### src/core_pkg.sv
// shared widths, credit depths, op codes and packed bus structs for the execution back end
`default_nettype none

package core_pkg;

    localparam int XLEN        = 32; // data path width
    localparam int REG_ADDR_W  = 5;  // x0..x31
    localparam int COMMIT_ID_W = 3;  // ids wrap mod 8
    localparam int ALU_CREDITS = 2;  // alu result queue depth
    localparam int MD_CREDITS  = 1;  // muldiv holds one op
    localparam int CREDIT_W    = 2;  // wide enough for the larger depth

    // top bit set means multiply/divide class
    typedef enum logic [3:0] {
        OP_ADD   = 4'h0,
        OP_SUB   = 4'h1,
        OP_AND   = 4'h2,
        OP_OR    = 4'h3,
        OP_XOR   = 4'h4,
        OP_SLL   = 4'h5,
        OP_SRL   = 4'h6,
        OP_SLT   = 4'h7, // signed compare
        OP_MUL   = 4'h8, // low word
        OP_MULHU = 4'h9, // unsigned high word
        OP_DIVU  = 4'ha,
        OP_REMU  = 4'hb
    } op_e;

    // instruction as it enters, operands already read
    typedef struct packed {
        op_e                   op;
        logic [REG_ADDR_W-1:0] rd;
        logic [XLEN-1:0]       a;
        logic [XLEN-1:0]       b;
    } instr_t;

    // decoder to unit
    typedef struct packed {
        op_e                    op;
        logic [REG_ADDR_W-1:0]  rd;
        logic [XLEN-1:0]        a;
        logic [XLEN-1:0]        b;
        logic [COMMIT_ID_W-1:0] commit_id;
    } exu_req_t;

    // unit result toward writeback
    typedef struct packed {
        logic                   valid;
        logic [REG_ADDR_W-1:0]  rd;
        logic [XLEN-1:0]        wdata;
        logic [COMMIT_ID_W-1:0] commit_id;
    } wb_req_t;

    // register file write port
    typedef struct packed {
        logic                  we;
        logic [REG_ADDR_W-1:0] waddr;
        logic [XLEN-1:0]       wdata;
    } reg_wr_t;

endpackage

`default_nettype wire

### src/regfile.sv
// 32-entry integer register file with x0 tied to zero and a combinational debug read port
`timescale 1ns/1ps
`default_nettype none

module regfile (
    input  logic                            clk,
    input  logic                            rst_n_i,
    input  core_pkg::reg_wr_t               wr_i,
    input  logic [core_pkg::REG_ADDR_W-1:0] dbg_raddr_i,
    output logic [core_pkg::XLEN-1:0]       dbg_rdata_o
);

    logic [core_pkg::XLEN-1:0] regs_q [32]; // x0..x31

    // writes to x0 dropped
    always_ff @(posedge clk or negedge rst_n_i) begin
        if (!rst_n_i) begin
            for (int i = 0; i < 32; i++) begin
                regs_q[i] <= '0;
            end
        end else if (wr_i.we && wr_i.waddr != '0) begin
            regs_q[wr_i.waddr] <= wr_i.wdata;
        end
    end

    // x0 reads zero regardless
    assign dbg_rdata_o = (dbg_raddr_i == '0) ? '0 : regs_q[dbg_raddr_i];

endmodule

`default_nettype wire

### config.mk
export PLATFORM = sky130hd
export DESIGN_NAME = regfile
export DESIGN_NICKNAME = d
export VERILOG_FILES = /design/src/core_pkg.sv /design/src/regfile.sv
export SDC_FILE = /design/constraint.sdc
export NUM_CORES = 1
export LEC_CHECK = 0
export BUFFER_PORTS_ARGS = -buffer_cell sky130_fd_sc_hd__buf_2
export CAP_MARGIN = 20
export CORE_MARGIN = 3
export CORE_UTILIZATION = 51
export DETAILED_ROUTE_END_ITERATION = 8
export PLACE_DENSITY = 0.67
export RECOVER_POWER = 50
export SLEW_MARGIN = 20
export SYNTH_ARGS = -nofsm -noshare
export SYNTH_HDL_FRONTEND = slang
export SYNTH_SLANG_ARGS = --single-unit
### constraint.sdc
create_clock -name clk -period 3.49 [get_ports clk]
set_input_delay 0.1745 -clock clk [delete_from_list [all_inputs] [get_ports clk]]
set_output_delay 0.1745 -clock clk [all_outputs]
set_load 0.1 [all_outputs]
==> reports/results.ini <==
[die]
die_w_um = 307.7
die_height_um = 307.7
rows = 110
die_area_mm2 = 0.09467
floorplan.initialDensity_pct = 51.49
pin_count = 77
core_area_mm2 = 0.09015

[power]
p_seq_share_pct = 46.7
p_clk_share_pct = 36.4
switching_share_pct = 25.28
switchingPower_uw = 8256
power_leakage_uw = 0.02321
power_density_mw_per_mm2 = 626.6
power_frac_comb_pct = 16.9
p_int_uw = 24410
ir_worst_vdd_mv = 0.3962

[cts]
cts_tree = yes
clk_latency_ps = 650
cts_buffers = 106
clkSlewWorstSetupHoldPaths_ps = 60
clockBufferDepth = 3
clock-sinks = 1024
cts_root_buf = clkbuf_16
htreeDepth = 3

[synthesis]
synth_nets = 2994
synth_cells = 2949
synth_top_area_share_pct = 55.21
synth_top_family_by_area = multiplexers
synthAdderAreaFrac_pct = 0
ys.flop_type = dfrtp_1
yosys-top-cells-area = dfrtp_1 (55%), mux2_2 (24%), mux4_2 (11%), mux2i_1 (1.4%), clkbuf_1 (1.2%)
muxShareOfSynthArea_pct = 37.09
synth_compound_area_share_pct = 2.849
synthDistinctLibCells = 35
netlist_area_mm2 = 0.04642
syn_avg_cell_area_um2 = 15.74
synth_seq_cells = 1024
async_reset_ff_share_pct = 100.0
synth_top_area_cell = dfrtp_1
synth-xor-area-share_pct = 0
synthSimpleGateAreaFrac_pct = 1.248
synth_warnings = 0
yosysSeqAreaShare_pct = 55.21
synth-edff-count = 0
yosys-top-cells-count = dfrtp_1 (1024), mux2_2 (994), mux4_2 (224)
yosysMostFrequentCell = dfrtp_1

[worst_hold_path]
hp-start = wr_i[4]
hold_path.class = input pin to flop

[global_routing]
first_global_vias = 29020
grt.total_usage_pct = 27.41
grt.overflow.total = 0
antenna_found_initial = 6
grt_pass1_wl_mm = 192.5
grt_max_degree = 128

[detailed_routing]
m1WireLength_mm = 54.63
wl_per_cell_um = 30.33
drt_wl_total_mm = 126.9
vias_per_cell = 6.287
drt_pass1_iterations = 5
drt_iter0_markers = 2115
postRouteAntennaNets = 0
routed-wl-met2_mm = 62.52
dr_wl_met3_mm = 6.166
drc = 0
num_vias = 26310
top_layer_used = met5

[sta]
fin_tns_setup_ps = 0
holdWs_ps = 141.5
fin_crit_sh_pct = 78.20
maxSlewViolCount = 347
clock_skew_ps = 0
hold_viol = 0
finalSetupViolCount = 0
fin_crit_ps = 2729
slew_headroom_pct = -82.73
fmax_mhz = 366.4
tightest_slew_ps = 2741
rsz0062_at_grt = false

[setup_path]
crit_type = flop to output port
cp_slowest_stage_delay_ps = 490
r2r_end = regs_q[59]
crit_start = regs_q[42]
critPathSlowestCell = a22oi_1
cp_max_fo = 2
cp.required_ps = 3320
r2r-start = regs_q[59]
startpoint_type = flop
cp-end-kind = output port
r2r_slack_ps = 2680
r2r_cells = 1
arrival_ps = 2550
crit_chain = mux4_2 > a22oi_1 > a311oi_2 > buf_12
endpoint = dbg_rdata_o[10]

[final_layout]
finalNonFillerCells = 4184
reg_top3 = regs_q: 1024 flops
largest_register = regs_q
seqCellArea_mm2 = 0.02562
nNetsFinal = 2963
fillers = 6781
area_growth_pct = 12.29
multiInputGateArea_mm2 = 0.01938
drive_gt1_share_pct = 53.71
final_cell_area_mm2 = 0.05212
largest_reg_flops = 1024

[placed_design]
io_buffers = 76
dp_cells = 3985
dpl-instance-area_mm2 = 0.04857
place.gp.congestion = 0.7820
hpwlAfterDp_mm = 73.23

[run_status]
outcome = finished with violations
failed_checks = max-capacitance violations, max-slew violations

[run]
maxCapViolations = 16

-- worst max-delay path: cells and delay by family, from the launching register on --
| family | cells | cell delay (ps) |
|---|---|---|
| flops | 1 | 390 |
| mux | 1 | 470 |
| buf+inv | 1 | 250 |
| compound gates | 2 | 780 |
-- layout by cell type, fill, tap and decap left out, types with 33 or more instances in the layout --
| cell type | n |
|---|---|
| mux2_2 | 993 |
| buf_12 | 56 |
| mux2i_1 | 64 |
| clkbuf_16 | 109 |
| o21ai_1 | 52 |
| buf_2 | 38 |
| clkbuf_1 | 33 |
| mux4_2 | 224 |
| buf_4 | 61 |
| dfrtp_1 | 1024 |
-- worst min-delay path by stage --
stage / to / slack (ps) / cells after the start
after global placement: regs_q[754] / 270 / 1
after detailed placement: regs_q[754] / 270 / 1
after CTS: regs_q[867] / 90 / 2
after global routing: regs_q[969] / 140 / 2
after floorplan: regs_q[0] / -120 / 0
final: regs_q[900] / 140 / 2
-- cells by family after synthesis --
logic type | Yosys count
compound gates | 183
flops | 1024
mux | 1312
buf+inv | 323
simple gates | 107
-- through the flow --
step	utilization, %	power [µW]	setup slack (ps)
6_report	57.82	32660	760.9
5_1_grt	57.82	34030	471.6
4_1_cts	58.01	32880	698.2
3_5_place_dp	53.87	20960	784.3
3_3_place_gp	53.87	20540	736.6
2_1_floorplan	-	19190	774.6
-- metal layers --
layer	GRT usage, %	up-vias
met5	0	-
met4	8.285	2
met3	4.587	206
met2	45.40	652
met1	37.50	14560
li1	-	10890
-- area by class of cell --
class	instances	share of cell area [%]
antenna	3	0.01440
clock buffer	157	6.193
clock inverter	38	0.9410
inverter	1	0.009602
multi-input combinational	1602	37.18
sequential	1024	49.16
tap	1176	2.823
timing repair buffer	183	3.682
-- power by group through the flow --
stage	combinational (µW)	clock (µW)	sequential, µW
6_report	5520	11900	15200
5_1_grt	5920	12600	15500
4_1_cts	5580	12100	15200
3_5_place_dp	5550	0	15400
3_3_place_gp	5360	0	15200
2_1_floorplan	4210	0	15000
-- repair_timing --
item / 4_1_cts / 5_1_grt
hold buffers: 1 / 0
gates resized for setup: 0 / 0
hold endpoints to repair: 57 / 0
setup buffers: 0 / 0
No activity file was read; power rests on OpenSTA's default activity.
