===== config.mk =====
export PLATFORM = sky130hd
export DESIGN_NAME = idu
export DESIGN_NICKNAME = d
export VERILOG_FILES = /design/src/core_pkg.sv /design/src/idu.sv
export SDC_FILE = /design/constraint.sdc
export NUM_CORES = 1
export LEC_CHECK = 0
export BUFFER_PORTS_ARGS = -buffer_cell sky130_fd_sc_hd__buf_2
export CAP_MARGIN = 20
export CORE_AREA = 2 2 61 63
export CTS_CLUSTER_SIZE = 12
export DETAILED_ROUTE_END_ITERATION = 16
export DIE_AREA = 0 0 63 65
export PLACE_DENSITY = 0.88
export SKIP_LAST_GASP = 1
export SYNTH_ARGS = -nofsm -noshare
export SYNTH_HDL_FRONTEND = slang
export SYNTH_SLANG_ARGS = --single-unit

===== constraint.sdc =====
create_clock -name clk -period 2.5 [get_ports clk]
set_input_delay 0.125 -clock clk [delete_from_list [all_inputs] [get_ports clk]]
set_output_delay 0.125 -clock clk [all_outputs]
set_load 0.01 [all_outputs]

===== src/core_pkg.sv =====
// shared widths, credit depths, op codes and packed bus structs for the execution back end
`default_nettype none

package core_pkg;

    localparam int XLEN        = 32; // data path width
    localparam int REG_ADDR_W  = 5;  // x0..x31
    localparam int COMMIT_ID_W = 3;  // ids wrap mod 8
    localparam int ALU_CREDITS = 2;  // alu result queue depth
    localparam int MD_CREDITS  = 1;  // muldiv holds one op
    localparam int CREDIT_W    = 2;  // wide enough for the larger depth

    // top bit set means multiply/divide class
    typedef enum logic [3:0] {
        OP_ADD   = 4'h0,
        OP_SUB   = 4'h1,
        OP_AND   = 4'h2,
        OP_OR    = 4'h3,
        OP_XOR   = 4'h4,
        OP_SLL   = 4'h5,
        OP_SRL   = 4'h6,
        OP_SLT   = 4'h7, // signed compare
        OP_MUL   = 4'h8, // low word
        OP_MULHU = 4'h9, // unsigned high word
        OP_DIVU  = 4'ha,
        OP_REMU  = 4'hb
    } op_e;

    // instruction as it enters, operands already read
    typedef struct packed {
        op_e                   op;
        logic [REG_ADDR_W-1:0] rd;
        logic [XLEN-1:0]       a;
        logic [XLEN-1:0]       b;
    } instr_t;

    // decoder to unit
    typedef struct packed {
        op_e                    op;
        logic [REG_ADDR_W-1:0]  rd;
        logic [XLEN-1:0]        a;
        logic [XLEN-1:0]        b;
        logic [COMMIT_ID_W-1:0] commit_id;
    } exu_req_t;

    // unit result toward writeback
    typedef struct packed {
        logic                   valid;
        logic [REG_ADDR_W-1:0]  rd;
        logic [XLEN-1:0]        wdata;
        logic [COMMIT_ID_W-1:0] commit_id;
    } wb_req_t;

    // register file write port
    typedef struct packed {
        logic                  we;
        logic [REG_ADDR_W-1:0] waddr;
        logic [XLEN-1:0]       wdata;
    } reg_wr_t;

endpackage

`default_nettype wire


===== src/idu.sv =====
// decoder: splits ops by class, stamps commit ids and issues to alu or muldiv under credit control
`timescale 1ns/1ps
`default_nettype none

module idu (
    input  logic              clk,
    input  logic              rst_n_i,

    // incoming instruction handshake
    input  logic              instr_valid_i,
    input  core_pkg::instr_t  instr_i,
    output logic              instr_ready_o,

    // issue strobes, one shared request bus
    output logic              alu_issue_o,
    output logic              md_issue_o,
    output core_pkg::exu_req_t issue_req_o,

    // credit returns from the units
    input  logic              alu_credit_i,
    input  logic              md_credit_i
);

    logic                             is_md;     // muldiv class
    logic                             accept;
    logic [core_pkg::CREDIT_W-1:0]    alu_cnt_q; // free alu queue slots
    logic [core_pkg::CREDIT_W-1:0]    md_cnt_q;  // free muldiv slots
    logic [core_pkg::COMMIT_ID_W-1:0] cid_q;     // next commit id

    assign is_md = instr_i.op[3]; // top op bit picks the class

    // ready follows the credit of the offered op's unit
    assign instr_ready_o = is_md ? (md_cnt_q != '0) : (alu_cnt_q != '0);
    assign accept        = instr_valid_i && instr_ready_o;

    assign alu_issue_o = accept && !is_md;
    assign md_issue_o  = accept && is_md;

    // request goes out in the cycle of acceptance
    always_comb begin
        issue_req_o.op        = instr_i.op;
        issue_req_o.rd        = instr_i.rd;
        issue_req_o.a         = instr_i.a;
        issue_req_o.b         = instr_i.b;
        issue_req_o.commit_id = cid_q;
    end

    // credit counters, issue and return may coincide
    always_ff @(posedge clk or negedge rst_n_i) begin
        if (!rst_n_i) begin
            alu_cnt_q <= core_pkg::CREDIT_W'(core_pkg::ALU_CREDITS); // full after reset
            md_cnt_q  <= core_pkg::CREDIT_W'(core_pkg::MD_CREDITS);
        end else begin
            alu_cnt_q <= alu_cnt_q
                         + core_pkg::CREDIT_W'(alu_credit_i)
                         - core_pkg::CREDIT_W'(alu_issue_o);
            md_cnt_q  <= md_cnt_q
                         + core_pkg::CREDIT_W'(md_credit_i)
                         - core_pkg::CREDIT_W'(md_issue_o);
        end
    end

    // commit id wraps naturally
    always_ff @(posedge clk or negedge rst_n_i) begin
        if (!rst_n_i) begin
            cid_q <= '0;
        end else if (accept) begin
            cid_q <= cid_q + 1'b1;
        end
    end

endmodule

`default_nettype wire


==> metrics <==
status finished, final reports clean; routed wire length 1.259 mm; Die ar. 0.004095 mm²; Fin Hold WS 0.1058 ns; core area 0.003496 mm²; Post CTS Setup Buffer Count 0; Data required, critical path 2.68 ns; most numerous cell in the Yosys netlist buf_4; RSZ-0062 raised after global routing no; synthesized flop and latch total 7; min-delay src alu_credit_i; Placed Instance Area 495.5 µm²; H-tree levels 1; Iteration-0 DRC Markers 0; Clock Latency Late Sink 0.25 ns; global placer's final weighted congestion 0.6982; Crit. End Element register; synthesis-to-finish area growth -42.41%; vias 336; DR DRC count 0; critical path peak fanout 3; Reg power frac 38.7%; Syn Area/Cell 8.965 µm²; synth top area cells buf_4 (59%), dfrtp_1 (14%), ha_1 (6.8%), dfstp_2 (5.7%), xnor2_1 (5.7%); asr flop ratio synth 100.0%; vias per cell 3.537; hold path endpoint alu_cnt_q[0]; Buffers on Ports 12; crit path kind reg -> reg; Synth Instances 103; first-pass GRT wire length 1.731 mm; area fraction of the dominant cell type after synthesis 59.35%; Worst EP arrival 2.02 ns; drt wl/cell 13.25 µm; grt ovf 0; PD cells 1121 mW/mm²; max-cap check violation count 0; CTS Root Cell clkbuf_4; overall power 595.9 µW; synth unique cells 14; Die Y 65 µm; R2R depth 8; Clock Power Share 16.9%; Finish-stage setup viols 0; Power Internal 389.8 µW; fin crit period 1.849 ns; Setup Skew 0.001879 ns; Slew Limit Fails 0; Antenna diodes 0; worst slew pin tran 0.1692 ns; Worst Hold Class in -> reg; switching power 206.1 µW; reg-to-reg startpoint md_cnt_q[1]; Top FF cell, synth dfrtp_1; gr usage total 5.800%; 1st-pass router iterations 1; Mapped Area 923.4 µm²; Fmax 540.9 MHz; Post-synth EDFFs 0; CP Launch Type register; CTS tree yes; Max-slew headroom 88.64%; clock-pin slew on the worst setup and hold paths 0.05 ns; Gate power share 44.5%; Synth area leader buf_4; fraction of layout cells with a size suffix above 1 42.55%; initial antenna violation count 0; syn nets 186; clock tree buffer depth 2; Yosys warning total 0; Min-Delay Path Depth 2; period utilization 73.95%; Die X-Extent 63 µm; worst path setup slack after routing 0.6512 ns; register area share after synthesis 19.24%; vias in the first global route 343; FP Rows 22; total CTS buffers 3; final instance area 531.8 µm²; reg-to-reg slack, setup 0.65 ns; leakage dissipation 0.2551 nW; Antenna Nets Post-Route 0; starting density of the core 26.41%; IO Count 157; nets 131; Fin. Hold Viols 0; largest net degree at the start of global routing 8; worst slack, placed 0.6655 ns; switching fraction of total power 34.58%; Worst R2R End alu_cnt_q[1]; # clock sinks 7; VDD IR max 485.9 µV; list of most frequent post-synthesis cells buf_4 (73), xnor2_1 (6), dfrtp_1 (5), ha_1 (5), inv_1 (4); setup TNS 0 ns
-- cells in the final DEF, fill, tap and decap left out --
cell type / instances
xnor2_1: 6
clkbuf_1: 1
nand3_2: 1
dfstp_2: 2
ha_1: 5
nand4_1: 1
mux2_4: 1
buf_2: 12
o211a_1: 1
inv_1: 4
dfrtp_1: 5
nor2_1: 1
or3b_1: 1
or3_1: 1
clkbuf_4: 3
and2_2: 1
dlygate4sd3_1: 1
-- per-stage QoR --
| step | instances | utilization, % |
|---|---|---|
| floorplan | 103 | - |
| global placement | 90 | 14.17 |
| detailed placement | 90 | 14.17 |
| CTS | 95 | 15.21 |
| global route | 95 | 15.21 |
| finish | 95 | 15.21 |
-- state kept, by name (all words and copies together) (netlist names) --
signal	count
alu_cnt_q	2
md_cnt_q	2
cid_q	3
-- cells by family after synthesis --
group	Yosys count	share of synthesized area [%]
buffers and inverters	77	60.98
xor gates and xnor gates	6	5.691
DFF	7	19.24
adders and majority gates	5	6.775
and+or+nand+nor	6	4.608
muxes	1	1.626
AOI/OAI and AO/OA	1	1.084
-- metal layers --
metal / share of wire (%) / vias to the layer above / wire [µm] / track usage [%]
li1: - / 134 / - / -
met1: 33 / 140 / 414 / 5.491
met2: 39 / 42 / 493 / 7.979
met3: 19 / 20 / 239 / 4.167
met4: 8.8 / 0 / 111 / 5.833
met5: 0 / - / 0 / 0
-- worst max-delay path: stages (launching register included) --
cell     delay [ns]
dfrtp_1        0.39
or3b_1         0.40
nand3_2        0.13
nor2_1         0.07
ha_1           0.27
inv_1          0.04
ha_1           0.17
xnor2_1        0.17
xnor2_1        0.14
-- power groups by stage --
| stage | sequential, mW | combinational, mW | clock [mW] |
|---|---|---|---|
| final | 0.230 | 0.265 | 0.101 |
| after detailed placement | 0.233 | 0.270 | 0 |
| after CTS | 0.232 | 0.272 | 0.106 |
| after global routing | 0.240 | 0.305 | 0.112 |
| after global placement | 0.230 | 0.265 | 0 |
| after floorplan | 0.238 | 0.297 | 0 |
-- area by class of cell --
type / instances / area (µm²)
fill: 401 / 2964
multi-input combinational: 19 / 182.7
sequential: 7 / 177.7
timing repair buffer: 13 / 70.07
tap: 48 / 60.06
clock buffer: 4 / 26.28
inverter: 4 / 15.01
-- worst max-delay path by stage --
stage | endpoint | slack (ns) | startpoint | cells after the start
2_1_floorplan | alu_cnt_q[1] | 0.69 | md_cnt_q[1] | 8
3_3_place_gp | alu_cnt_q[1] | 0.70 | md_cnt_q[1] | 8
3_5_place_dp | alu_cnt_q[1] | 0.67 | md_cnt_q[1] | 8
4_1_cts | alu_cnt_q[1] | 0.64 | md_cnt_q[1] | 8
5_1_grt | alu_cnt_q[1] | 0.50 | md_cnt_q[1] | 8
6_report | alu_cnt_q[1] | 0.65 | md_cnt_q[1] | 8
-- timing repair --
item / CTS / global route
hold buffers: 1 / 0
endpoints found under the hold margin: 7 / 0
gates resized for setup: 0 / 0
Power figures use the tool's default switching activity.
