<file path="config.mk">
export PLATFORM = sky130hd
export DESIGN_NAME = alu
export DESIGN_NICKNAME = d
export VERILOG_FILES = /design/src/core_pkg.sv /design/src/alu.sv
export SDC_FILE = /design/constraint.sdc
export NUM_CORES = 1
export LEC_CHECK = 0
export ABC_AREA = 1
export BUFFER_PORTS_ARGS = -buffer_cell sky130_fd_sc_hd__buf_2
export CAP_MARGIN = 25
export CELL_PAD_IN_SITES_DETAIL_PLACEMENT = 1
export CELL_PAD_IN_SITES_GLOBAL_PLACEMENT = 1
export CORE_MARGIN = 2
export CORE_UTILIZATION = 30
export CTS_CLUSTER_SIZE = 40
export DETAILED_ROUTE_END_ITERATION = 8
export GPL_TIMING_DRIVEN = 0
export PLACE_DENSITY = 0.67
export SLEW_MARGIN = 20
export SYNTH_ARGS = -nofsm -noshare
export SYNTH_HDL_FRONTEND = slang
export SYNTH_SLANG_ARGS = --single-unit
export TNS_END_PERCENT = 100
</file>
<file path="constraint.sdc">
create_clock -name clk -period 5.7 [get_ports clk]
set_input_delay 1.14 -clock clk [delete_from_list [all_inputs] [get_ports clk]]
set_output_delay 1.14 -clock clk [all_outputs]
set_load 0.02 [all_outputs]
</file>
<file path="src/core_pkg.sv">
// shared widths, credit depths, op codes and packed bus structs for the execution back end
`default_nettype none

package core_pkg;

    localparam int XLEN        = 32; // data path width
    localparam int REG_ADDR_W  = 5;  // x0..x31
    localparam int COMMIT_ID_W = 3;  // ids wrap mod 8
    localparam int ALU_CREDITS = 2;  // alu result queue depth
    localparam int MD_CREDITS  = 1;  // muldiv holds one op
    localparam int CREDIT_W    = 2;  // wide enough for the larger depth

    // top bit set means multiply/divide class
    typedef enum logic [3:0] {
        OP_ADD   = 4'h0,
        OP_SUB   = 4'h1,
        OP_AND   = 4'h2,
        OP_OR    = 4'h3,
        OP_XOR   = 4'h4,
        OP_SLL   = 4'h5,
        OP_SRL   = 4'h6,
        OP_SLT   = 4'h7, // signed compare
        OP_MUL   = 4'h8, // low word
        OP_MULHU = 4'h9, // unsigned high word
        OP_DIVU  = 4'ha,
        OP_REMU  = 4'hb
    } op_e;

    // instruction as it enters, operands already read
    typedef struct packed {
        op_e                   op;
        logic [REG_ADDR_W-1:0] rd;
        logic [XLEN-1:0]       a;
        logic [XLEN-1:0]       b;
    } instr_t;

    // decoder to unit
    typedef struct packed {
        op_e                    op;
        logic [REG_ADDR_W-1:0]  rd;
        logic [XLEN-1:0]        a;
        logic [XLEN-1:0]        b;
        logic [COMMIT_ID_W-1:0] commit_id;
    } exu_req_t;

    // unit result toward writeback
    typedef struct packed {
        logic                   valid;
        logic [REG_ADDR_W-1:0]  rd;
        logic [XLEN-1:0]        wdata;
        logic [COMMIT_ID_W-1:0] commit_id;
    } wb_req_t;

    // register file write port
    typedef struct packed {
        logic                  we;
        logic [REG_ADDR_W-1:0] waddr;
        logic [XLEN-1:0]       wdata;
    } reg_wr_t;

endpackage

`default_nettype wire

</file>
<file path="src/alu.sv">
// single-cycle alu with a two-entry in-order result queue toward writeback
`timescale 1ns/1ps
`default_nettype none

module alu (
    input  logic               clk,
    input  logic               rst_n_i,
    input  logic               issue_i,
    input  core_pkg::exu_req_t req_i,
    output core_pkg::wb_req_t  res_o,
    input  logic               ready_i,  // from wbu
    output logic               credit_o  // slot freed
);

    logic [core_pkg::XLEN-1:0]     alu_res;
    logic                          slt_bit;
    logic                          pop;
    core_pkg::wb_req_t             q_q [core_pkg::ALU_CREDITS]; // payload, no reset
    logic                          wr_ptr_q;
    logic                          rd_ptr_q;
    logic [core_pkg::CREDIT_W-1:0] cnt_q;    // entries held

    assign slt_bit = $signed(req_i.a) < $signed(req_i.b);

    always_comb begin
        case (req_i.op)
            core_pkg::OP_ADD: alu_res = req_i.a + req_i.b;
            core_pkg::OP_SUB: alu_res = req_i.a - req_i.b;
            core_pkg::OP_AND: alu_res = req_i.a & req_i.b;
            core_pkg::OP_OR:  alu_res = req_i.a | req_i.b;
            core_pkg::OP_XOR: alu_res = req_i.a ^ req_i.b;
            core_pkg::OP_SLL: alu_res = req_i.a << req_i.b[4:0]; // low 5 bits only
            core_pkg::OP_SRL: alu_res = req_i.a >> req_i.b[4:0];
            core_pkg::OP_SLT: alu_res = {{(core_pkg::XLEN-1){1'b0}}, slt_bit};
            default:          alu_res = '0; // muldiv ops never reach here
        endcase
    end

    // head of queue, valid from occupancy
    always_comb begin
        res_o       = q_q[rd_ptr_q];
        res_o.valid = (cnt_q != '0);
    end

    assign pop      = res_o.valid && ready_i;
    assign credit_o = pop; // one credit per pop

    always_ff @(posedge clk) begin
        if (issue_i) begin
            q_q[wr_ptr_q] <= '{valid: 1'b1, rd: req_i.rd, wdata: alu_res,
                               commit_id: req_i.commit_id};
        end
    end

    // pointers and count, push and pop may coincide
    always_ff @(posedge clk or negedge rst_n_i) begin
        if (!rst_n_i) begin
            wr_ptr_q <= 1'b0;
            rd_ptr_q <= 1'b0;
            cnt_q    <= '0;
        end else begin
            if (issue_i) wr_ptr_q <= ~wr_ptr_q;
            if (pop)     rd_ptr_q <= ~rd_ptr_q;
            cnt_q <= cnt_q + core_pkg::CREDIT_W'(issue_i) - core_pkg::CREDIT_W'(pop);
        end
    end

endmodule

`default_nettype wire

</file>
==> metrics.csv <==
metric,value,unit
post-CTS setup buffers,0,
"Req. time, crit path",5.71,ns
Leak Pwr,7.80,nW
reg2reg setup slack,4.12,ns
vias per inst,5.45,
layout cells sized above 1,10.5,%
register area share after synthesis,19.5,%
nets,2549,
Yosys warning count,0,
critical path type,input pin to flip-flop,
largest net degree at the start of global routing,32,
total die area,44400,sq um
grt met1 use,44.2,%
WL final,70.9,mm
GP Congestion,0.978,
Hold Fails Final Rpt,0,
hpwl dp,59.8,mm
post-layout util,34.4,%
hold crit path type,flip-flop to flip-flop,
VDD IR max,0.191,mV
die width,211,um
PD cells,230,nW/um^2
max_cap viols,0,
total number of vias,15900,
Fin Setup TNS,0,ns
syn nets,2415,
drt pass-1 iters,5,
Worst-path clk slew,0.06,ns
worst slew pin tran,1.02,ns
H-tree depth,3,
WL/cell,24.4,um
cell area after synthesis,12800,sq um
GRT overflow,0,
met2 Use GR,50.1,%
port buffer count,121,
drt drc,0,
Placed Area,14100,sq um
CTS sink cnt,84,
met3 Use GR,3.81,%
clock latency on the worst-skew pair,0.34,ns
cells after synthesis,2228,
CTS hold repair buffers,0,
syn avg cell area,5.75,sq um
post-synth cell types,51,
largest area contributor in the synthesized netlist,nand2_1,
Yosys top cell area share,22.4,%
Final ANT Viol Nets,0,
Area growth syn-to-layout,12.9,%
Ports,122,
Slew HR,31.8,%
critical path arrival,4.65,ns
status,"finished, final reports clean",
Worst Path Max Fanout,11,
CTS buffer count,9,
initial core utilization,30.5,%
RSZ-0062 raised after global routing,no,
core area,42000,sq um
asr flop ratio synth,4.76,%
Final Cell Area,14500,sq um
min Tclk post-route,4.64,ns
Pins Over Slew Limit,0,
first-pass GRT wire length,102,mm
synthesized flop and latch total,84,
top post-synthesis cells by area,"nand2_1 22%, edfxtp_1 19%, nand3_1 15%",
GRT Util Overall,31.5,%
root buf cell,clkbuf_16,
initial antenna violation count,0,
fmax,215,MHz
endpoints failing setup,0,
Top Usage Layer GRT,met2,
Post-synth top flop,edfxtp_1,
clk buf depth,2,
Fillers,5750,
Worst Skew,0.00590,ns
die height,211,um
vias in the first global route,15500,
Post-synth EDFFs,80,
Initial DRC Count,1499,
CTS tree,built,
period utilization,81.5,%
Crit. End Element,flip-flop,
Startpoint Class,input pin,
number of cells upsized or downsized after cts,0,
# rows,75,
[state kept, by name (all words and copies together), names as in the netlist]
register,cells
rd_ptr_q,1
wr_ptr_q,1
q_q,80
cnt_q,2
[synth_stat cells, types with 3 or more instances]
| cell | number |
|---|---|
| o211ai_1 | 23 |
| clkbuf_2 | 3 |
| clkbuf_1 | 23 |
| o21ai_0 | 40 |
| nor4_1 | 5 |
| o21ai_1 | 17 |
| nand2_1 | 765 |
| buf_1 | 7 |
| o21ai_2 | 3 |
| nor3_1 | 20 |
| ha_1 | 105 |
| nand4_1 | 20 |
| xor2_1 | 4 |
| or2_2 | 3 |
| buf_6 | 6 |
| a31oi_1 | 5 |
| nor2_1 | 170 |
| inv_2 | 9 |
| a21oi_1 | 67 |
| and2_1 | 15 |
| dfrtp_1 | 4 |
| nand2_2 | 12 |
| nand3b_1 | 3 |
| inv_1 | 310 |
| o21bai_1 | 6 |
| nand3_1 | 383 |
| edfxtp_1 | 80 |
| and3_1 | 5 |
| buf_4 | 8 |
| o22ai_1 | 27 |
| buf_2 | 53 |
[cell usage in the layout (no fill, tap or decap), types with 3 or more instances in the layout]
cell and instances:
dfrtp_1 4, clkbuf_2 3, buf_2 174, buf_6 6
inv_1 309, nand3b_1 3, inv_2 10, o21ai_0 40
o21ai_2 3, buf_1 7, and2_1 15, or2_2 3
nand4_1 20, ha_1 105, a21oi_1 67, nor2_1 169
a31oi_1 5, o211ai_1 23, and3_1 5, nor3_1 20
clkbuf_1 23, clkbuf_16 9, edfxtp_1 80, nor4_1 5
buf_4 8, o21bai_1 6, nand2_1 765, nand2_2 12
nand3_1 383, o21ai_1 17, xor2_1 4, o22ai_1 27
[stage by stage]
stage / std cells / hold WS [ns] / setup slack (ns) / total power [W]
floorplan: 2228 / 0.463 / 2.40 / 0.00199
global placement: 2888 / 0.476 / 0.883 / 0.00265
detailed placement: 2890 / 0.549 / 0.844 / 0.00271
CTS: 2906 / 0.556 / 1.20 / 0.00334
global route: 2906 / 0.584 / 1.06 / 0.00353
finish: 2907 / 0.550 / 1.06 / 0.00333
[path summary, 6_finish.rpt]
kind | startpoint | endpoint | cells past startpoint
setup / recovery | req_i[6] | q_q[0][12]$_DFFE_PP_ | 16
hold / removal | wr_ptr_q$_DFFE_PN0P_ | wr_ptr_q$_DFFE_PN0P_ | 1
setup reg to reg | cnt_q[1]$_DFF_PN0_ | cnt_q[1]$_DFF_PN0_ | 7
hold reg to reg | wr_ptr_q$_DFFE_PN0P_ | wr_ptr_q$_DFFE_PN0P_ | 1
max in group asynchronous | rst_n_i | wr_ptr_q$_DFFE_PN0P_ | 1
min in group asynchronous | rst_n_i | rd_ptr_q$_DFFE_PN0P_ | 1
[logic make-up (layout without fill, tap and decap cells)]
| logic type | Yosys count | in the layout | share of synthesized area (%) |
|---|---|---|---|
| flip-flops | 84 | 84 | 19.5 |
| buffers and inverters | 424 | 563 | 13.8 |
| AND/OR/NAND/NOR | 1408 | 1408 | 46.7 |
| AO/OA/AOI/OAI | 199 | 199 | 9.04 |
| XOR/XNOR | 6 | 6 | 0.410 |
| adder cells (fa/ha/maj) | 107 | 107 | 10.6 |
| other | 0 | 1 | 0 |
[worst max-delay path, stage by stage]
cell     delay, ns
buf_2         0.14
inv_2         0.19
buf_2         0.31
buf_1         0.61
ha_1          0.35
buf_2         0.18
nor2_1        0.28
nand3_1       0.14
nand3_1       0.23
nand2_1       0.13
nand2_1       0.15
nand2_1       0.07
nand3_1       0.06
o21ai_0       0.12
nor2_1        0.26
nand2_1       0.28
[report_power, final]
| group | switching (W) | internal, W | leakage, nW |
|---|---|---|---|
| combinational | 0.00133 | 0.000495 | 6.83 |
| clock | 0.000233 | 0.000386 | 0.154 |
| sequential | 0.0000381 | 0.000845 | 0.815 |
[per-layer routing]
layer	vias up	wire length, um
met2	615	31200
met4	0	2380
met5	-	0
li1	7427	-
met1	7719	32400
met3	95	4960
[final cells by class]
type	count	area (sq um)	area share, %
antenna	1	2.50	0.0173
inverter	322	1220	8.40
clock inverter	7	100	0.692
clock buffer	9	225	1.56
timing repair buffer	123	646	4.46
multi-input combinational	1720	8560	59.1
sequential	84	2500	17.3
buffer	102	551	3.80
tap	539	674	4.66
No activity file was read; power rests on OpenSTA's default activity.
