--- src/core_pkg.sv ---
// shared widths, credit depths, op codes and packed bus structs for the execution back end
`default_nettype none

package core_pkg;

    localparam int XLEN        = 32; // data path width
    localparam int REG_ADDR_W  = 5;  // x0..x31
    localparam int COMMIT_ID_W = 3;  // ids wrap mod 8
    localparam int ALU_CREDITS = 2;  // alu result queue depth
    localparam int MD_CREDITS  = 1;  // muldiv holds one op
    localparam int CREDIT_W    = 2;  // wide enough for the larger depth

    // top bit set means multiply/divide class
    typedef enum logic [3:0] {
        OP_ADD   = 4'h0,
        OP_SUB   = 4'h1,
        OP_AND   = 4'h2,
        OP_OR    = 4'h3,
        OP_XOR   = 4'h4,
        OP_SLL   = 4'h5,
        OP_SRL   = 4'h6,
        OP_SLT   = 4'h7, // signed compare
        OP_MUL   = 4'h8, // low word
        OP_MULHU = 4'h9, // unsigned high word
        OP_DIVU  = 4'ha,
        OP_REMU  = 4'hb
    } op_e;

    // instruction as it enters, operands already read
    typedef struct packed {
        op_e                   op;
        logic [REG_ADDR_W-1:0] rd;
        logic [XLEN-1:0]       a;
        logic [XLEN-1:0]       b;
    } instr_t;

    // decoder to unit
    typedef struct packed {
        op_e                    op;
        logic [REG_ADDR_W-1:0]  rd;
        logic [XLEN-1:0]        a;
        logic [XLEN-1:0]        b;
        logic [COMMIT_ID_W-1:0] commit_id;
    } exu_req_t;

    // unit result toward writeback
    typedef struct packed {
        logic                   valid;
        logic [REG_ADDR_W-1:0]  rd;
        logic [XLEN-1:0]        wdata;
        logic [COMMIT_ID_W-1:0] commit_id;
    } wb_req_t;

    // register file write port
    typedef struct packed {
        logic                  we;
        logic [REG_ADDR_W-1:0] waddr;
        logic [XLEN-1:0]       wdata;
    } reg_wr_t;

endpackage

`default_nettype wire

--- src/muldiv.sv ---
// multiply/divide unit: three-cycle registered multiply and 32-step restoring divide, one op at a time
`timescale 1ns/1ps
`default_nettype none

module muldiv (
    input  logic               clk,
    input  logic               rst_n_i,
    input  logic               issue_i,
    input  core_pkg::exu_req_t req_i,
    output core_pkg::wb_req_t  res_o,
    input  logic               ready_i,
    output logic               credit_o
);

    typedef enum logic [1:0] {S_IDLE, S_MUL, S_DIV, S_DONE} md_state_e;

    md_state_e                        state_q;
    logic [4:0]                       step_q;    // mul stage or div step
    core_pkg::op_e                    op_q;
    logic [core_pkg::REG_ADDR_W-1:0]  rd_q;
    logic [core_pkg::COMMIT_ID_W-1:0] cid_q;
    logic [core_pkg::XLEN-1:0]        a_q;       // multiplicand, or dividend shifting into quotient
    logic [core_pkg::XLEN-1:0]        b_q;       // multiplier or divisor
    logic [core_pkg::XLEN-1:0]        rem_q;     // partial remainder
    logic [2*core_pkg::XLEN-1:0]      prod_q;    // full product
    logic [core_pkg::XLEN-1:0]        wdata_q;
    logic [core_pkg::XLEN:0]          shift_w;   // remainder with next dividend bit
    logic [core_pkg::XLEN:0]          trial_w;   // trial subtract, top bit is borrow
    logic [core_pkg::XLEN-1:0]        rem_nxt;
    logic [core_pkg::XLEN-1:0]        quo_nxt;

    // one restoring step, b = 0 leaves all ones and the dividend as remainder
    assign shift_w = {rem_q, a_q[core_pkg::XLEN-1]};
    assign trial_w = shift_w - {1'b0, b_q};
    assign rem_nxt = trial_w[core_pkg::XLEN] ? shift_w[core_pkg::XLEN-1:0]
                                             : trial_w[core_pkg::XLEN-1:0];
    assign quo_nxt = {a_q[core_pkg::XLEN-2:0], ~trial_w[core_pkg::XLEN]};

    always_comb begin
        res_o.valid     = (state_q == S_DONE);
        res_o.rd        = rd_q;
        res_o.wdata     = wdata_q;
        res_o.commit_id = cid_q;
    end

    assign credit_o = res_o.valid && ready_i; // consumed by wbu

    // datapath, no reset
    always_ff @(posedge clk) begin
        if (state_q == S_IDLE && issue_i) begin
            op_q  <= req_i.op;
            rd_q  <= req_i.rd;
            cid_q <= req_i.commit_id;
            a_q   <= req_i.a;
            b_q   <= req_i.b;
            rem_q <= '0;
        end else if (state_q == S_MUL) begin
            if (step_q == 5'd0) begin
                prod_q <= {{core_pkg::XLEN{1'b0}}, a_q} * {{core_pkg::XLEN{1'b0}}, b_q};
            end else begin // stage 3, pick the word
                wdata_q <= (op_q == core_pkg::OP_MULHU) ? prod_q[2*core_pkg::XLEN-1:core_pkg::XLEN]
                                                        : prod_q[core_pkg::XLEN-1:0];
            end
        end else if (state_q == S_DIV) begin
            rem_q <= rem_nxt;
            a_q   <= quo_nxt;
            if (step_q == 5'd31) wdata_q <= (op_q == core_pkg::OP_REMU) ? rem_nxt : quo_nxt;
        end
    end

    // control
    always_ff @(posedge clk or negedge rst_n_i) begin
        if (!rst_n_i) begin
            state_q <= S_IDLE;
            step_q  <= '0;
        end else begin
            case (state_q)
                S_IDLE: if (issue_i) begin
                    step_q  <= '0;
                    state_q <= (req_i.op == core_pkg::OP_DIVU || req_i.op == core_pkg::OP_REMU)
                               ? S_DIV : S_MUL;
                end
                S_MUL: begin
                    step_q <= step_q + 5'd1;
                    if (step_q == 5'd1) state_q <= S_DONE; // valid 3 cycles after accept
                end
                S_DIV: begin
                    step_q <= step_q + 5'd1;
                    if (step_q == 5'd31) state_q <= S_DONE; // 32 steps done
                end
                default: if (ready_i) state_q <= S_IDLE; // hold until taken
            endcase
        end
    end

endmodule

`default_nettype wire

--- config.mk ---
export PLATFORM = sky130hd
export DESIGN_NAME = muldiv
export DESIGN_NICKNAME = d
export VERILOG_FILES = /design/src/core_pkg.sv /design/src/muldiv.sv
export SDC_FILE = /design/constraint.sdc
export NUM_CORES = 2
export LEC_CHECK = 0
export CAP_MARGIN = 20
export CORE_MARGIN = 2
export CORE_UTILIZATION = 65
export DETAILED_ROUTE_END_ITERATION = 8
export DONT_BUFFER_PORTS = 1
export GPL_TIMING_DRIVEN = 0
export PLACE_DENSITY = 0.81
export SYNTH_ARGS = -nofsm -noshare
export SYNTH_HDL_FRONTEND = slang
export SYNTH_SLANG_ARGS = --single-unit
--- constraint.sdc ---
create_clock -name clk -period 24.1 [get_ports clk]
set_clock_uncertainty 0.1 [all_clocks]
set_input_delay 0 -clock clk [delete_from_list [all_inputs] [get_ports clk]]
set_output_delay 0 -clock clk [all_outputs]
set_load 0.1 [all_outputs]
==> reports/qor.txt <==
max frequency: 99.1 MHz
FF+latch count, synth: 211
FF+latch area: 0.00598 mm2
Worst Tran Pin Value: 1.35 ns
commonest non-fill, non-tap cell in the layout: inv_1
placed wire-length estimate: 127000 um
drt pass-1 iters: 7
pre-CTS WS: 14.42 ns
GRT overflow: 0
main flop type after synthesis: edfxtp_1
slowest stage delay, CP: 0.94 ns
Critical Path Source Type: flop
Util after Layout: 71.2%
fillers: 4972
initial antenna violation count: 33
sequential area share after synthesis: 13.7%
CP required: 24.36 ns
post-route insts no fill: 5662
DIE AREA: 0.0691 mm2
placed cells: 5461
Post-synth EDFFs: 172
cts hold-fix bufs: 124
period utilization: 41.9%
Slowest-stage cell, CP: clkbuf_1
Unique masters post-synth: 92
area of the multi-input gates: 0.0331 mm2
clk buf depth: 3
Post-DRT Antenna Nets: 0
Setup CP Type: reg -> reg
core footprint: 0.0661 mm2
Final Hold Vio Count: 0
Final nets: 6035
Placer Congestion: 1.12
CTS Buf Count: 27
Mapped Cells: 4592
first-pass GRT wire length: 234000 um
residual DRC count: 0
crit path time final: 10.09 ns
total track usage: 47.3%
worst-path fanout max: 10
RSZ-0062 raised after global routing: no
Buf/Inv on CP: 6
FP Rows: 94
Die Wd: 263 um
outcome: finished clean
CTS tree: built
CP endpoint kind: flop
wire per inst: 28.5 um
Net Count, Synth: 5873
Initial DRC Count: 4890
Initial Util: 65.9%
Clock Latency Late Sink: 0.62 ns
share of cells above drive strength 1: 2.28%
setup TNS: 0 ns
min setup slack post-route: 14.01 ns
CP delay by family, top: adder cells
H-tree Lvls: 1
final setup fails: 0
Yosys warnings: 0
crit-path cells: clkbuf_1 -> and2_1 -> fa_1 -> fa_1 -> inv_1 -> fa_1 -> fa_1 -> inv_1 -> fa_1 -> fa_1 -> fa_1 -> inv_1 -> fa_1 -> inv_1 -> ha_1 -> clkbuf_1 -> nand4_1 -> or3_1 -> o22ai_1 -> nor2_1 -> o31ai_2 -> nand4_1 -> o31ai_1 -> xnor2_1
DR vias/cell: 6.36
max_slew headroom: 10.3%
CP dominant cell by count: fa_1
buffer count from post-CTS setup fixing: 0
Clock Pin Slew Worst Setup and Hold Paths: 0.07 ns
Clock Sinks: 211
Hold Crit Class: in -> reg
most frequent cells in the layout: 924 x inv_1, 897 x fa_1, 610 x nand2_1
DR vias: 36000
Post-Syn Area: 0.0435 mm2
PostCTS Resize Cnt: 0
clk root buf: clkbuf_16
I/O Pins: 122
Die H: 263 um
Pins Over Slew Limit: 0
crit path DAT: 10.35 ns
number of port buffers: 0
asr flop ratio synth: 3.32%
Syn Area/Cell: 9.48 um2
DRT Wirelength: 161000 um
largest net degree at the start of global routing: 65
vias in the first global route: 36700
Max Cap Viol: 0
synth-to-layout area growth: 8.02%
-- routing by layer --
metal | GRT usage (%) | vias to the layer above | share of wire (%)
met1 | 54.9 | 17700 | 32
met4 | 39.1 | 24 | 11
met2 | 67.7 | 2963 | 41
met5 | 0 | - | 0.13
met3 | 20.8 | 988 | 16
li1 | - | 14300 | -
-- sequential cells by signal, indices dropped and copies added (netlist names) --
| name | cells |
|---|---|
| prod_q | 64 |
| rem_q | 32 |
| a_q | 32 |
| op_q | 4 |
| step_q | 5 |
| wdata_q | 32 |
| b_q | 32 |
| cid_q | 3 |
| state_q | 2 |
| rd_q | 5 |
-- worst paths after layout --
check                      startpoint          to  slack (ns)  cells after the start
max reg2reg                   a_q[15]  prod_q[55]       14.01                     24
min                         req_i[74]     op_q[2]        0.02                      1
min in group asynchronous     rst_n_i  state_q[1]        0.16                      2
min reg2reg                 rem_q[25]   rem_q[25]        0.42                      1
max                           a_q[15]  prod_q[55]       14.01                     24
max in group asynchronous     rst_n_i   step_q[1]       23.50                      2
-- logic make-up after synthesis --
kind of cell,Yosys count,share of synthesized area (%)
XOR/XNOR,86,1.75
adder cells (fa/ha/maj),1201,50.0
multiplexers,52,1.21
AO/OA/AOI/OAI,438,6.70
buffers and inverters,1183,10.4
flip-flops,211,13.7
AND/OR/NAND/NOR,1421,16.3
-- cell type report --
type                            count  share of cell area, %
Inverter                          925                   7.38
Clock inverter                     22                  0.564
Antenna cell                       23                  0.122
Timing Repair Buffer              133                   2.95
Tap cell                          864                   2.30
Multi-Input combinational cell   3198                   70.3
Buffer                            258                   2.23
Clock buffer                       28                   1.44
Sequential cell                   211                   12.7
-- metrics by stage --
step	area [um2]	hold WS [ns]
floorplan	43500	-0.396
global placement	44600	-0.395
detailed placement	44700	-0.395
CTS	46900	0.00372
global route	47000	0.0358
finish	47000	0.0217
-- synth_stat cells, types with 4 or more instances --
master | number | area (um2)
a21o_1 | 58 | 435
fa_1 | 897 | 18000
nand4_1 | 20 | 125
a211oi_1 | 31 | 233
nand2_1 | 610 | 2290
o21bai_1 | 16 | 120
o31a_1 | 5 | 43.8
nor2b_1 | 13 | 81.3
ha_1 | 304 | 3800
dfxtp_1 | 32 | 641
nand3_1 | 20 | 100
o211ai_1 | 11 | 82.6
nor3_1 | 20 | 100
and3_1 | 11 | 68.8
buf_2 | 4 | 20.0
o22ai_1 | 12 | 75.1
o21a_1 | 15 | 113
or3_1 | 7 | 43.8
and2_1 | 584 | 3650
xnor2_1 | 56 | 490
nor2_1 | 109 | 409
edfxtp_1 | 172 | 5160
a21oi_1 | 112 | 561
o31ai_1 | 6 | 45.0
mux2i_1 | 46 | 460
nor4_1 | 4 | 25.0
dfrtp_1 | 7 | 175
clkbuf_1 | 240 | 901
xor2_1 | 29 | 254
o21ai_0 | 70 | 350
a211o_1 | 4 | 35.0
a31oi_1 | 22 | 138
o21ai_1 | 20 | 100
inv_1 | 924 | 3470
a311oi_1 | 5 | 43.8
nand2b_1 | 6 | 37.5
Power is left out: the tool's default activity adds up to more than one toggle a clock period on the data nets, which glitch-free logic cannot reach.
