**config.mk**
```make
export PLATFORM = sky130hd
export DESIGN_NAME = wbu
export DESIGN_NICKNAME = d
export VERILOG_FILES = /design/src/core_pkg.sv /design/src/wbu.sv
export SDC_FILE = /design/constraint.sdc
export NUM_CORES = 1
export LEC_CHECK = 0
export ABC_CLOCK_PERIOD_IN_PS = 1790
export CORE_AREA = 2 2 49 51
export DETAILED_ROUTE_END_ITERATION = 10
export DIE_AREA = 0 0 51 53
export DONT_BUFFER_PORTS = 1
export GPL_TIMING_DRIVEN = 0
export PLACE_DENSITY_LB_ADDON = 0.12
export RECOVER_POWER = 100
export SLEW_MARGIN = 20
export SYNTH_ARGS = -nofsm -noshare
export SYNTH_HDL_FRONTEND = slang
export SYNTH_SLANG_ARGS = --single-unit
```
**constraint.sdc**
```tcl
create_clock -name vclk -period 1.79
set_clock_uncertainty 0.15 [all_clocks]
set_input_delay 0.537 -clock vclk [all_inputs]
set_output_delay 0.537 -clock vclk [all_outputs]
set_load 0.05 [all_outputs]
```
**src/core_pkg.sv**
```systemverilog
// shared widths, credit depths, op codes and packed bus structs for the execution back end
`default_nettype none

package core_pkg;

    localparam int XLEN        = 32; // data path width
    localparam int REG_ADDR_W  = 5;  // x0..x31
    localparam int COMMIT_ID_W = 3;  // ids wrap mod 8
    localparam int ALU_CREDITS = 2;  // alu result queue depth
    localparam int MD_CREDITS  = 1;  // muldiv holds one op
    localparam int CREDIT_W    = 2;  // wide enough for the larger depth

    // top bit set means multiply/divide class
    typedef enum logic [3:0] {
        OP_ADD   = 4'h0,
        OP_SUB   = 4'h1,
        OP_AND   = 4'h2,
        OP_OR    = 4'h3,
        OP_XOR   = 4'h4,
        OP_SLL   = 4'h5,
        OP_SRL   = 4'h6,
        OP_SLT   = 4'h7, // signed compare
        OP_MUL   = 4'h8, // low word
        OP_MULHU = 4'h9, // unsigned high word
        OP_DIVU  = 4'ha,
        OP_REMU  = 4'hb
    } op_e;

    // instruction as it enters, operands already read
    typedef struct packed {
        op_e                   op;
        logic [REG_ADDR_W-1:0] rd;
        logic [XLEN-1:0]       a;
        logic [XLEN-1:0]       b;
    } instr_t;

    // decoder to unit
    typedef struct packed {
        op_e                    op;
        logic [REG_ADDR_W-1:0]  rd;
        logic [XLEN-1:0]        a;
        logic [XLEN-1:0]        b;
        logic [COMMIT_ID_W-1:0] commit_id;
    } exu_req_t;

    // unit result toward writeback
    typedef struct packed {
        logic                   valid;
        logic [REG_ADDR_W-1:0]  rd;
        logic [XLEN-1:0]        wdata;
        logic [COMMIT_ID_W-1:0] commit_id;
    } wb_req_t;

    // register file write port
    typedef struct packed {
        logic                  we;
        logic [REG_ADDR_W-1:0] waddr;
        logic [XLEN-1:0]       wdata;
    } reg_wr_t;

endpackage

`default_nettype wire

```
**src/wbu.sv**
```systemverilog
// writeback arbiter: fixed priority muldiv over alu, drives register write and commit report
`timescale 1ns/1ps
`default_nettype none

module wbu (
    input  core_pkg::wb_req_t                alu_res_i,
    input  core_pkg::wb_req_t                md_res_i,
    output logic                             alu_ready_o,
    output logic                             md_ready_o,
    input  logic                             int_assert_i,   // kills write and commit
    output core_pkg::reg_wr_t                reg_wr_o,
    output logic                             commit_valid_o,
    output logic [core_pkg::COMMIT_ID_W-1:0] commit_id_o
);

    logic md_active;
    logic alu_active;
    logic alu_conflict; // alu loses to muldiv
    logic md_en;
    logic alu_en;
    logic any_en;
    logic wb_ok;        // no interrupt pending

    assign md_active  = md_res_i.valid;
    assign alu_active = alu_res_i.valid;

    assign alu_conflict = md_active && alu_active;

    // muldiv always wins, alu waits on a clash
    assign md_ready_o  = 1'b1;
    assign alu_ready_o = !alu_conflict;

    assign md_en  = md_active;
    assign alu_en = alu_active && !alu_conflict;
    assign any_en = md_en || alu_en;

    // results still drain under interrupt, just discarded
    assign wb_ok = !int_assert_i;

    assign reg_wr_o.we = any_en && wb_ok;

    // and-or select, grants are one-hot
    assign reg_wr_o.waddr = ({core_pkg::REG_ADDR_W{md_en}}  & md_res_i.rd)
                          | ({core_pkg::REG_ADDR_W{alu_en}} & alu_res_i.rd);
    assign reg_wr_o.wdata = ({core_pkg::XLEN{md_en}}  & md_res_i.wdata)
                          | ({core_pkg::XLEN{alu_en}} & alu_res_i.wdata);

    // commit report, x0 writes still commit
    assign commit_valid_o = any_en && wb_ok;
    assign commit_id_o    = ({core_pkg::COMMIT_ID_W{md_en}}  & md_res_i.commit_id)
                          | ({core_pkg::COMMIT_ID_W{alu_en}} & alu_res_i.commit_id);

endmodule

`default_nettype wire

```
==> impl_metrics.env, run 1 <==
export IMPL_detail_route_antenna_nets=0
export IMPL_synthTopCellsByArea="o21ai_2, nand2_1, buf_6"
export IMPL_synth_warnings=0
export IMPL_grt_max_degree=11
export IMPL_yosys_cell_types_count=9
export IMPL_grt_pass1_vias=881
export IMPL_cell_internal_pwr_uw=159
export IMPL_crit_type="in -> out"
export IMPL_power_switching_uw=434
export IMPL_stdcell_count=169
export IMPL_area_growth_pct=67.3
export IMPL_synthesis_nets=219
export IMPL_io_pins=127
export IMPL_netlist_instances=136
export IMPL_routed_via_density=5.52
export IMPL_maxSlewViolCount=0
export IMPL_outcome="finished with violations"
export IMPL_finalSetupViolCount=42
export IMPL_p_total_uw=593
export IMPL_placed_cells=164
export IMPL_hpwl_um=1850
export IMPL_grt_pass1_wl_um=3780
export IMPL_routedWlPerCell_um=15.7
export IMPL_fp_row_count=17
export IMPL_dp_slack_ns=-0.261
export IMPL_power_leakage_uw=0.000494
export IMPL_hold_depth=1
export IMPL_gp_congestion=0.622
export IMPL_die_area_mm2=0.00270
export IMPL_dr_pass1_iters=3
export IMPL_timing_final_crit_period_ns=1.94
export IMPL_post_route_drc_count=0
export IMPL_antenna_found_initial=0
export IMPL_maxCapViolCount=0
export IMPL_start_kind="input port"
export IMPL_whs_endpoint="commit_valid_o"
export IMPL_fin_tns_setup_ns=-3.10
export IMPL_hold_viol_final=0
export IMPL_p_clk_share_pct=0
export IMPL_place_area_um2=926
export IMPL_die_w_um=51
export IMPL_layout_nets=226
export IMPL_die_h_um=53
export IMPL_yosysSeqAreaShare_pct=0
export IMPL_syn_area_um2=785
export IMPL_multiInputGateArea_mm2=0.00100
export IMPL_grt_remaining_overflow=0
export IMPL_num_antenna_cells=0
export IMPL_ir_worst_vdd_mv=0.224
export IMPL_regArea_um2=0
export IMPL_violations="negative setup slack"
export IMPL_finalInstanceArea_mm2=0.00131
export IMPL_vias=933
export IMPL_switching_share_pct=73.2
export IMPL_power_density_mw_per_mm2=452
export IMPL_fin_ws_ns=-0.153
export IMPL_pwr_share_seq_pct=0
export IMPL_grt_setup_unrepaired="yes"
export IMPL_comb_power_share_pct=100.0
export IMPL_drt_iter0_drc=4
export IMPL_fin_crit_sh_pct=109
export IMPL_coreArea_mm2=0.00215
export IMPL_critPathArrivalTime_ns=1.26
export IMPL_syn_area_per_cell_um2=5.77
export IMPL_min_delay_start="int_assert_i"
export IMPL_seq_cells=0
export IMPL_fillers=198
export IMPL_yosys_area_top_type="o21ai_2"
export IMPL_start_util_pct=36.5
export IMPL_synth_top_area_share_pct=42.4
export IMPL_nClkBuffers=0
export IMPL_routed_wl_um=2650
export IMPL_max_freq_mhz=515
export IMPL_holdCritPathClass="in -> out"
export IMPL_drive_above_1_share_pct=51.1
export IMPL_grtUsageTotal_pct=17.4
export IMPL_end_kind="output port"
export IMPL_cp_data_required_time_ns=1.10
export IMPL_critPathMaxFanout=5
export IMPL_port_buffers=0
[synth_stat cells]
cell type	n
nand2_1	77
conb_1	1
a22o_1	2
buf_6	6
buf_4	5
buf_2	4
o21ai_2	38
nor2b_2	1
nor2_1	2
[metrics by stage]
stage                     hold WS [ns]  utilization (%)
after floorplan                  0.981                -
after global placement           0.983             43.1
after detailed placement         0.983             43.1
after CTS                        0.989             61.0
after global routing             0.990             61.1
final                            0.990             61.1
[repair_timing]
item,CTS,global route
gates resized for setup,51,1
endpoints found under the setup margin,43,42
cloned,3,0
buffers inserted,2,0
hold buffers,0,0
pin swaps,35,0
[critical path, cell delays in order]
cell    delay, ns
buf_12       0.08
buf_8        0.09
nor2_4       0.03
nor2_4       0.29
buf_6        0.22
[area by class of cell]
cell class                      instances  area share (%)
Timing Repair Buffer                    5            7.72
Tap cell                               28            2.67
Multi-Input combinational cell        121            76.5
Buffer                                 15            13.1
[logic make-up after synthesis]
family	after synthesis	share of synthesized area, %
and+or+nand+nor	80	38.9
buffers and inverters	15	15.9
other	1	0.478
AOI/OAI and AO/OA	40	44.7
[per-layer routing]
metal  GRT usage, %  wire length [um]  vias to the layer above
li1               -                 -                      446
met4              0                 0                        0
met3           1.69               290                        0
met2           35.9              1480                       75
met5              0                 0                        -
met1           20.0               884                      412
[worst max-delay path by stage]
stage	start	slack [ns]	to	depth (start not counted)
global route	md_res_i[40]	-0.17	reg_wr_o[37]	5
CTS	md_res_i[40]	-0.15	reg_wr_o[37]	5
finish	md_res_i[40]	-0.15	reg_wr_o[37]	5
floorplan	md_res_i[40]	-0.20	reg_wr_o[37]	5
detailed placement	md_res_i[40]	-0.26	reg_wr_o[28]	3
global placement	md_res_i[40]	-0.25	reg_wr_o[28]	3
[layout by cell type (no fill, tap or decap)]
cell / n
nor2b_4: 1
buf_16: 3
buf_12: 3
buf_6: 6
nand2_2: 9
conb_1: 1
o21ai_4: 38
buf_2: 2
nor2_4: 2
buf_4: 5
a22o_4: 2
buf_8: 1
nand2_1: 68
[power groups by stage]
stage / sequential (uW) / combinational (uW) / clock (uW)
after floorplan: 0 / 461 / 0
final: 0 / 593 / 0
after detailed placement: 0 / 486 / 0
after CTS: 0 / 592 / 0
after global placement: 0 / 482 / 0
after global routing: 0 / 617 / 0
Power figures use the tool's default switching activity.
==> run 2, diff against run 1 <==
--- a/config.mk
+++ b/config.mk
@@ -5,7 +5,8 @@
 export SDC_FILE = /design/constraint.sdc
 export NUM_CORES = 1
 export LEC_CHECK = 0
-export ABC_CLOCK_PERIOD_IN_PS = 1790
+export ABC_CLOCK_PERIOD_IN_PS = 2500
+export CAP_MARGIN = 20
 export CORE_AREA = 2 2 49 51
 export DETAILED_ROUTE_END_ITERATION = 10
 export DIE_AREA = 0 0 51 53
==> constraint.sdc (replaced) <==
create_clock -name vclk -period 2.5
set_clock_uncertainty 0.15 [all_clocks]
set_input_delay 0.75 -clock vclk [all_inputs]
set_output_delay 0.75 -clock vclk [all_outputs]
set_load 0.05 [all_outputs]
==> run 2 against run 1 <==
Compared with the run above: sequential cell count did not move; final cell count fell by 1.8%; sequential share of layout area did not move; non-clock buffer count fell by 3; the flow now finishes without violations; global-route usage fell by 5.2 points; combinational power fell by 44%; worst setup slack improved by 0.19 ns; die area did not move; critical path depth fell by 2; first-iteration DRC count fell by 25%; clock-buffer cell count did not move; wire length fell by 20%.
==> impl_metrics.env, run 2 (synthesis gave the netlist of run 1 again) <==
export IMPL_start_util_pct=36.5
export IMPL_final_common_cell="nand2_1"
export IMPL_hold_viol_final=0
export IMPL_start_kind="input port"
export IMPL_routed_via_density=5.23
export IMPL_ir_worst_vdd_mv=0.192
export IMPL_outcome="complete, no violations"
export IMPL_p_clk_share_pct=0
export IMPL_pwr_share_seq_pct=0
export IMPL_power_density_mw_per_mm2=386
export IMPL_die_area_mm2=0.00270
export IMPL_gp_congestion=0.712
export IMPL_coreArea_mm2=0.00215
export IMPL_tightest_slew_ns=0.592
export IMPL_fin_crit_sh_pct=98.6
export IMPL_finalSetupViolCount=0
export IMPL_post_route_drc_count=0
export IMPL_hold_buffers=0
export IMPL_vias=869
export IMPL_path_cells="buf_6, buf_4, o21ai_2"
export IMPL_final_cell_mix="nand2_1, o21ai_2, buf_4, buf_6, buf_2"
export IMPL_die_w_um=51
export IMPL_grt_setup_unrepaired="no"
export IMPL_crit_type="in -> out"
export IMPL_hold_depth=1
export IMPL_detail_route_antenna_nets=0
export IMPL_port_buffers=0
export IMPL_fin_ws_ns=0.0353
export IMPL_hold_slack_ns=1.41
export IMPL_dp_slack_ns=-0.0565
export IMPL_cp_data_required_time_ns=1.60
export IMPL_fp_row_count=17
export IMPL_io_pins=127
export IMPL_whs_endpoint="commit_valid_o"
export IMPL_antenna_found_initial=0
export IMPL_die_h_um=53
export IMPL_nClkBuffers=0
export IMPL_drt_iter0_drc=3
export IMPL_routed_wl_um=2130
export IMPL_fin_tns_setup_ns=0
export IMPL_power_leakage_uw=0.000385
export IMPL_critPathArrivalTime_ns=1.56
export IMPL_slowest_stage="o21ai_2"
export IMPL_layout_nets=223
export IMPL_end_kind="output port"
export IMPL_num_antenna_cells=0
export IMPL_critPathLaunch="md_res_i[40]"
export IMPL_max_freq_mhz=406
export IMPL_maxCapViolCount=0
export IMPL_cell_internal_pwr_uw=62.6
export IMPL_regArea_um2=0
export IMPL_grtUsageTotal_pct=12.2
export IMPL_maxSlewViolCount=0
export IMPL_drive_above_1_share_pct=41.3
export IMPL_grt_pass1_wl_um=2700
export IMPL_min_delay_start="int_assert_i"
export IMPL_seq_cells=0
export IMPL_timing_final_crit_period_ns=2.46
export IMPL_critPathMaxFanout=10
export IMPL_holdCritPathClass="in -> out"
export IMPL_hpwl_um=1800
export IMPL_grt_remaining_overflow=0
export IMPL_comb_power_share_pct=100.0
export IMPL_power_switching_uw=268
export IMPL_dr_pass1_iters=4
export IMPL_critPathMaxStageDelay_ns=0.51
export IMPL_area_growth_pct=9.09
export IMPL_slew_headroom_pct=60.5
export IMPL_switching_share_pct=81.0
export IMPL_grt_max_degree=11
export IMPL_routedWlPerCell_um=12.8
export IMPL_grt_pass1_vias=607
==> run 2: how the worst max path moves through the flow <==
stage                   endpoint  slack (ns)  cells past startpoint
floorplan           reg_wr_o[37]        0.02                      5
global placement    reg_wr_o[37]       -0.04                      5
detailed placement  reg_wr_o[37]       -0.06                      5
CTS                 reg_wr_o[37]        0.01                      5
global route        reg_wr_o[12]       0.004                      3
finish              reg_wr_o[12]        0.04                      3
==> run 2: area by class of cell <==
class / count / area (um^2)
multi-input combinational: 121 / 667
buffer: 15 / 139
tap: 28 / 35.0
fill: 245 / 1290
timing repair buffer: 2 / 15.0
==> run 2: through the flow <==
stage | cells | instance area, um^2 | utilization [%] | power [uW]
2_1_floorplan | 136 | 798 | - | 311
3_3_place_gp | 164 | 833 | 38.8 | 326
3_5_place_dp | 164 | 833 | 38.8 | 329
4_1_cts | 164 | 841 | 39.1 | 331
5_1_grt | 166 | 856 | 39.8 | 347
6_report | 166 | 856 | 39.8 | 330
==> run 2: repair_timing <==
action	CTS	global route
cloned	0	0
setup buffers	0	2
pin swaps	1	1
setup endpoints to repair	1	1
resized for setup	2	1
==> run 2: critical path, delay by kind of cell <==
kind / cells / cell delay, ns
AO/OA/AOI/OAI: 1 / 0.51
buffers and inverters: 2 / 0.30
==> run 2: power groups by stage <==
stage,sequential [uW],clock [uW],combinational (uW)
detailed placement,0,0,329
finish,0,0,330
floorplan,0,0,311
global route,0,0,347
CTS,0,0,331
global placement,0,0,326
==> run 2: metal layers <==
layer	track usage, %	vias to the layer above	part of all wire [%]	wire (um)
li1	-	449	-	-
met1	15.8	356	38	809
met2	22.5	64	49	1050
met3	1.41	0	13	266
met4	0.450	0	0	0
met5	0	-	0	0
==> run 3, diff against run 2 <==
--- a/config.mk
+++ b/config.mk
@@ -13,8 +13,7 @@
 export DONT_BUFFER_PORTS = 1
 export GPL_TIMING_DRIVEN = 0
 export PLACE_DENSITY_LB_ADDON = 0.12
-export RECOVER_POWER = 100
-export SLEW_MARGIN = 20
+export SLEW_MARGIN = 25
 export SYNTH_ARGS = -nofsm -noshare
 export SYNTH_HDL_FRONTEND = slang
 export SYNTH_SLANG_ARGS = --single-unit
==> run 3 against run 2 <==
Compared with the run above: critical path type unchanged; critical path depth is the same; first-iteration DRC count is the same; worst setup slack lost 0.0024 ns; non-clock buffer count is the same; clock-buffer cell count is the same; critical endpoint unchanged; combinational power is essentially flat; power grew 0.21%; sequential cell count is the same; global-route usage is the same; maximum frequency is essentially flat; wire length is essentially flat; final cell count is the same.
==> impl_metrics.env, run 3 (synthesis gave the netlist of run 1 again) <==
export IMPL_post_route_drc_count=0
export IMPL_die_h_um=53
export IMPL_die_w_um=51
export IMPL_timing_final_crit_period_ns=2.47
export IMPL_antenna_found_initial=0
export IMPL_grt_max_degree=11
export IMPL_critPathMaxFanout=10
export IMPL_grt_remaining_overflow=0
export IMPL_power_leakage_uw=0.000386
export IMPL_p_total_uw=331
export IMPL_gr_usage_met3_pct=1.41
export IMPL_die_area_mm2=0.00270
export IMPL_fillers=243
export IMPL_detail_route_antenna_nets=0
export IMPL_ir_worst_vdd_mv=0.192
export IMPL_vias=869
export IMPL_dr_pass1_iters=4
export IMPL_drt_iter0_drc=3
export IMPL_critPathArrivalTime_ns=1.57
export IMPL_hold_viol_final=0
export IMPL_port_buffers=0
export IMPL_finalSetupViolCount=0
export IMPL_routedWlPerCell_um=12.8
export IMPL_tightest_slew_ns=0.592
export IMPL_layout_nets=223
export IMPL_drive_above_1_share_pct=41.3
export IMPL_place_area_um2=833
export IMPL_grt_pass1_wl_um=2700
export IMPL_hold_depth=1
export IMPL_end_kind="output port"
export IMPL_nClkBuffers=0
export IMPL_maxSlewViolCount=0
export IMPL_power_density_mw_per_mm2=385
export IMPL_grt_setup_unrepaired="no"
export IMPL_fin_tns_setup_ns=0
export IMPL_fin_crit_sh_pct=98.7
export IMPL_io_pins=127
export IMPL_area_growth_pct=9.57
export IMPL_outcome="complete, no violations"
export IMPL_regArea_um2=0
export IMPL_crit_type="in -> out"
export IMPL_seq_cells=0
export IMPL_routed_via_density=5.23
export IMPL_start_kind="input port"
export IMPL_coreArea_mm2=0.00215
export IMPL_hpwl_um=1800
export IMPL_gp_congestion=0.712
export IMPL_final_cell_mix="nand2_1, o21ai_2, buf_6, buf_4, buf_2"
export IMPL_holdCritPathClass="in -> out"
export IMPL_start_util_pct=36.5
export IMPL_maxCapViolCount=0
export IMPL_fp_row_count=17
export IMPL_final_common_cell="nand2_1"
export IMPL_grtUsageTotal_pct=12.2
export IMPL_fin_ws_ns=0.0329
export IMPL_slew_headroom_pct=60.5
export IMPL_use_met2_pct=22.5
export IMPL_dp_slack_ns=-0.0565
export IMPL_max_freq_mhz=405
export IMPL_grt_busiest_layer="met2"
export IMPL_routed_wl_um=2130
export IMPL_grt_pass1_vias=607
export IMPL_finalInstanceArea_um2=860
export IMPL_cp_data_required_time_ns=1.60
export IMPL_num_antenna_cells=0
export IMPL_gr_usage_met1_pct=15.8
-- run 3: cell counts in the layout (fill, tap and decap cells not counted) --
Identical to the previous run, type by type.
-- run 3: through the flow --
step	hold slack (ns)	util, %	std cells
CTS	1.42	39.1	164
floorplan	1.41	-	136
global route	1.42	40.0	166
detailed placement	1.41	38.8	164
finish	1.41	40.0	166
global placement	1.41	38.8	164
-- run 3: power by group --
group / internal [uW] / switching (uW)
clock: 0 / 0
sequential: 0 / 0
combinational: 63.1 / 268
total: 63.1 / 268
-- run 3: area by class of cell --
type	count	area, um^2	share of cell area [%]
Timing Repair Buffer	2	15.0	1.75
Multi-Input combinational cell	121	667	77.6
Tap cell	28	35.0	4.08
Buffer	15	143	16.6
-- run 3: final timing paths --
path                         start              to
worst min-delay path  int_assert_i  commit_valid_o
worst max-delay path  md_res_i[40]    reg_wr_o[12]
-- run 3: critical path: stages --
cell and delay, ns:
buf_6 0.12, buf_4 0.19, o21ai_2 0.51
-- run 3: layer usage --
layer,up-vias,part of all wire (%)
met2,64,49
li1,449,-
met3,0,13
met1,356,38
met4,0,0
met5,-,0
-- run 3: what timing repair did --
item                                    in CTS  in global routing
buffers inserted                             0                  2
endpoints found under the hold margin        0                  0
cloned                                       0                  0
pin swaps                                    1                  1
endpoints found under the setup margin       1                  1
resized for setup                            2                  1
hold buffers                                 0                  0
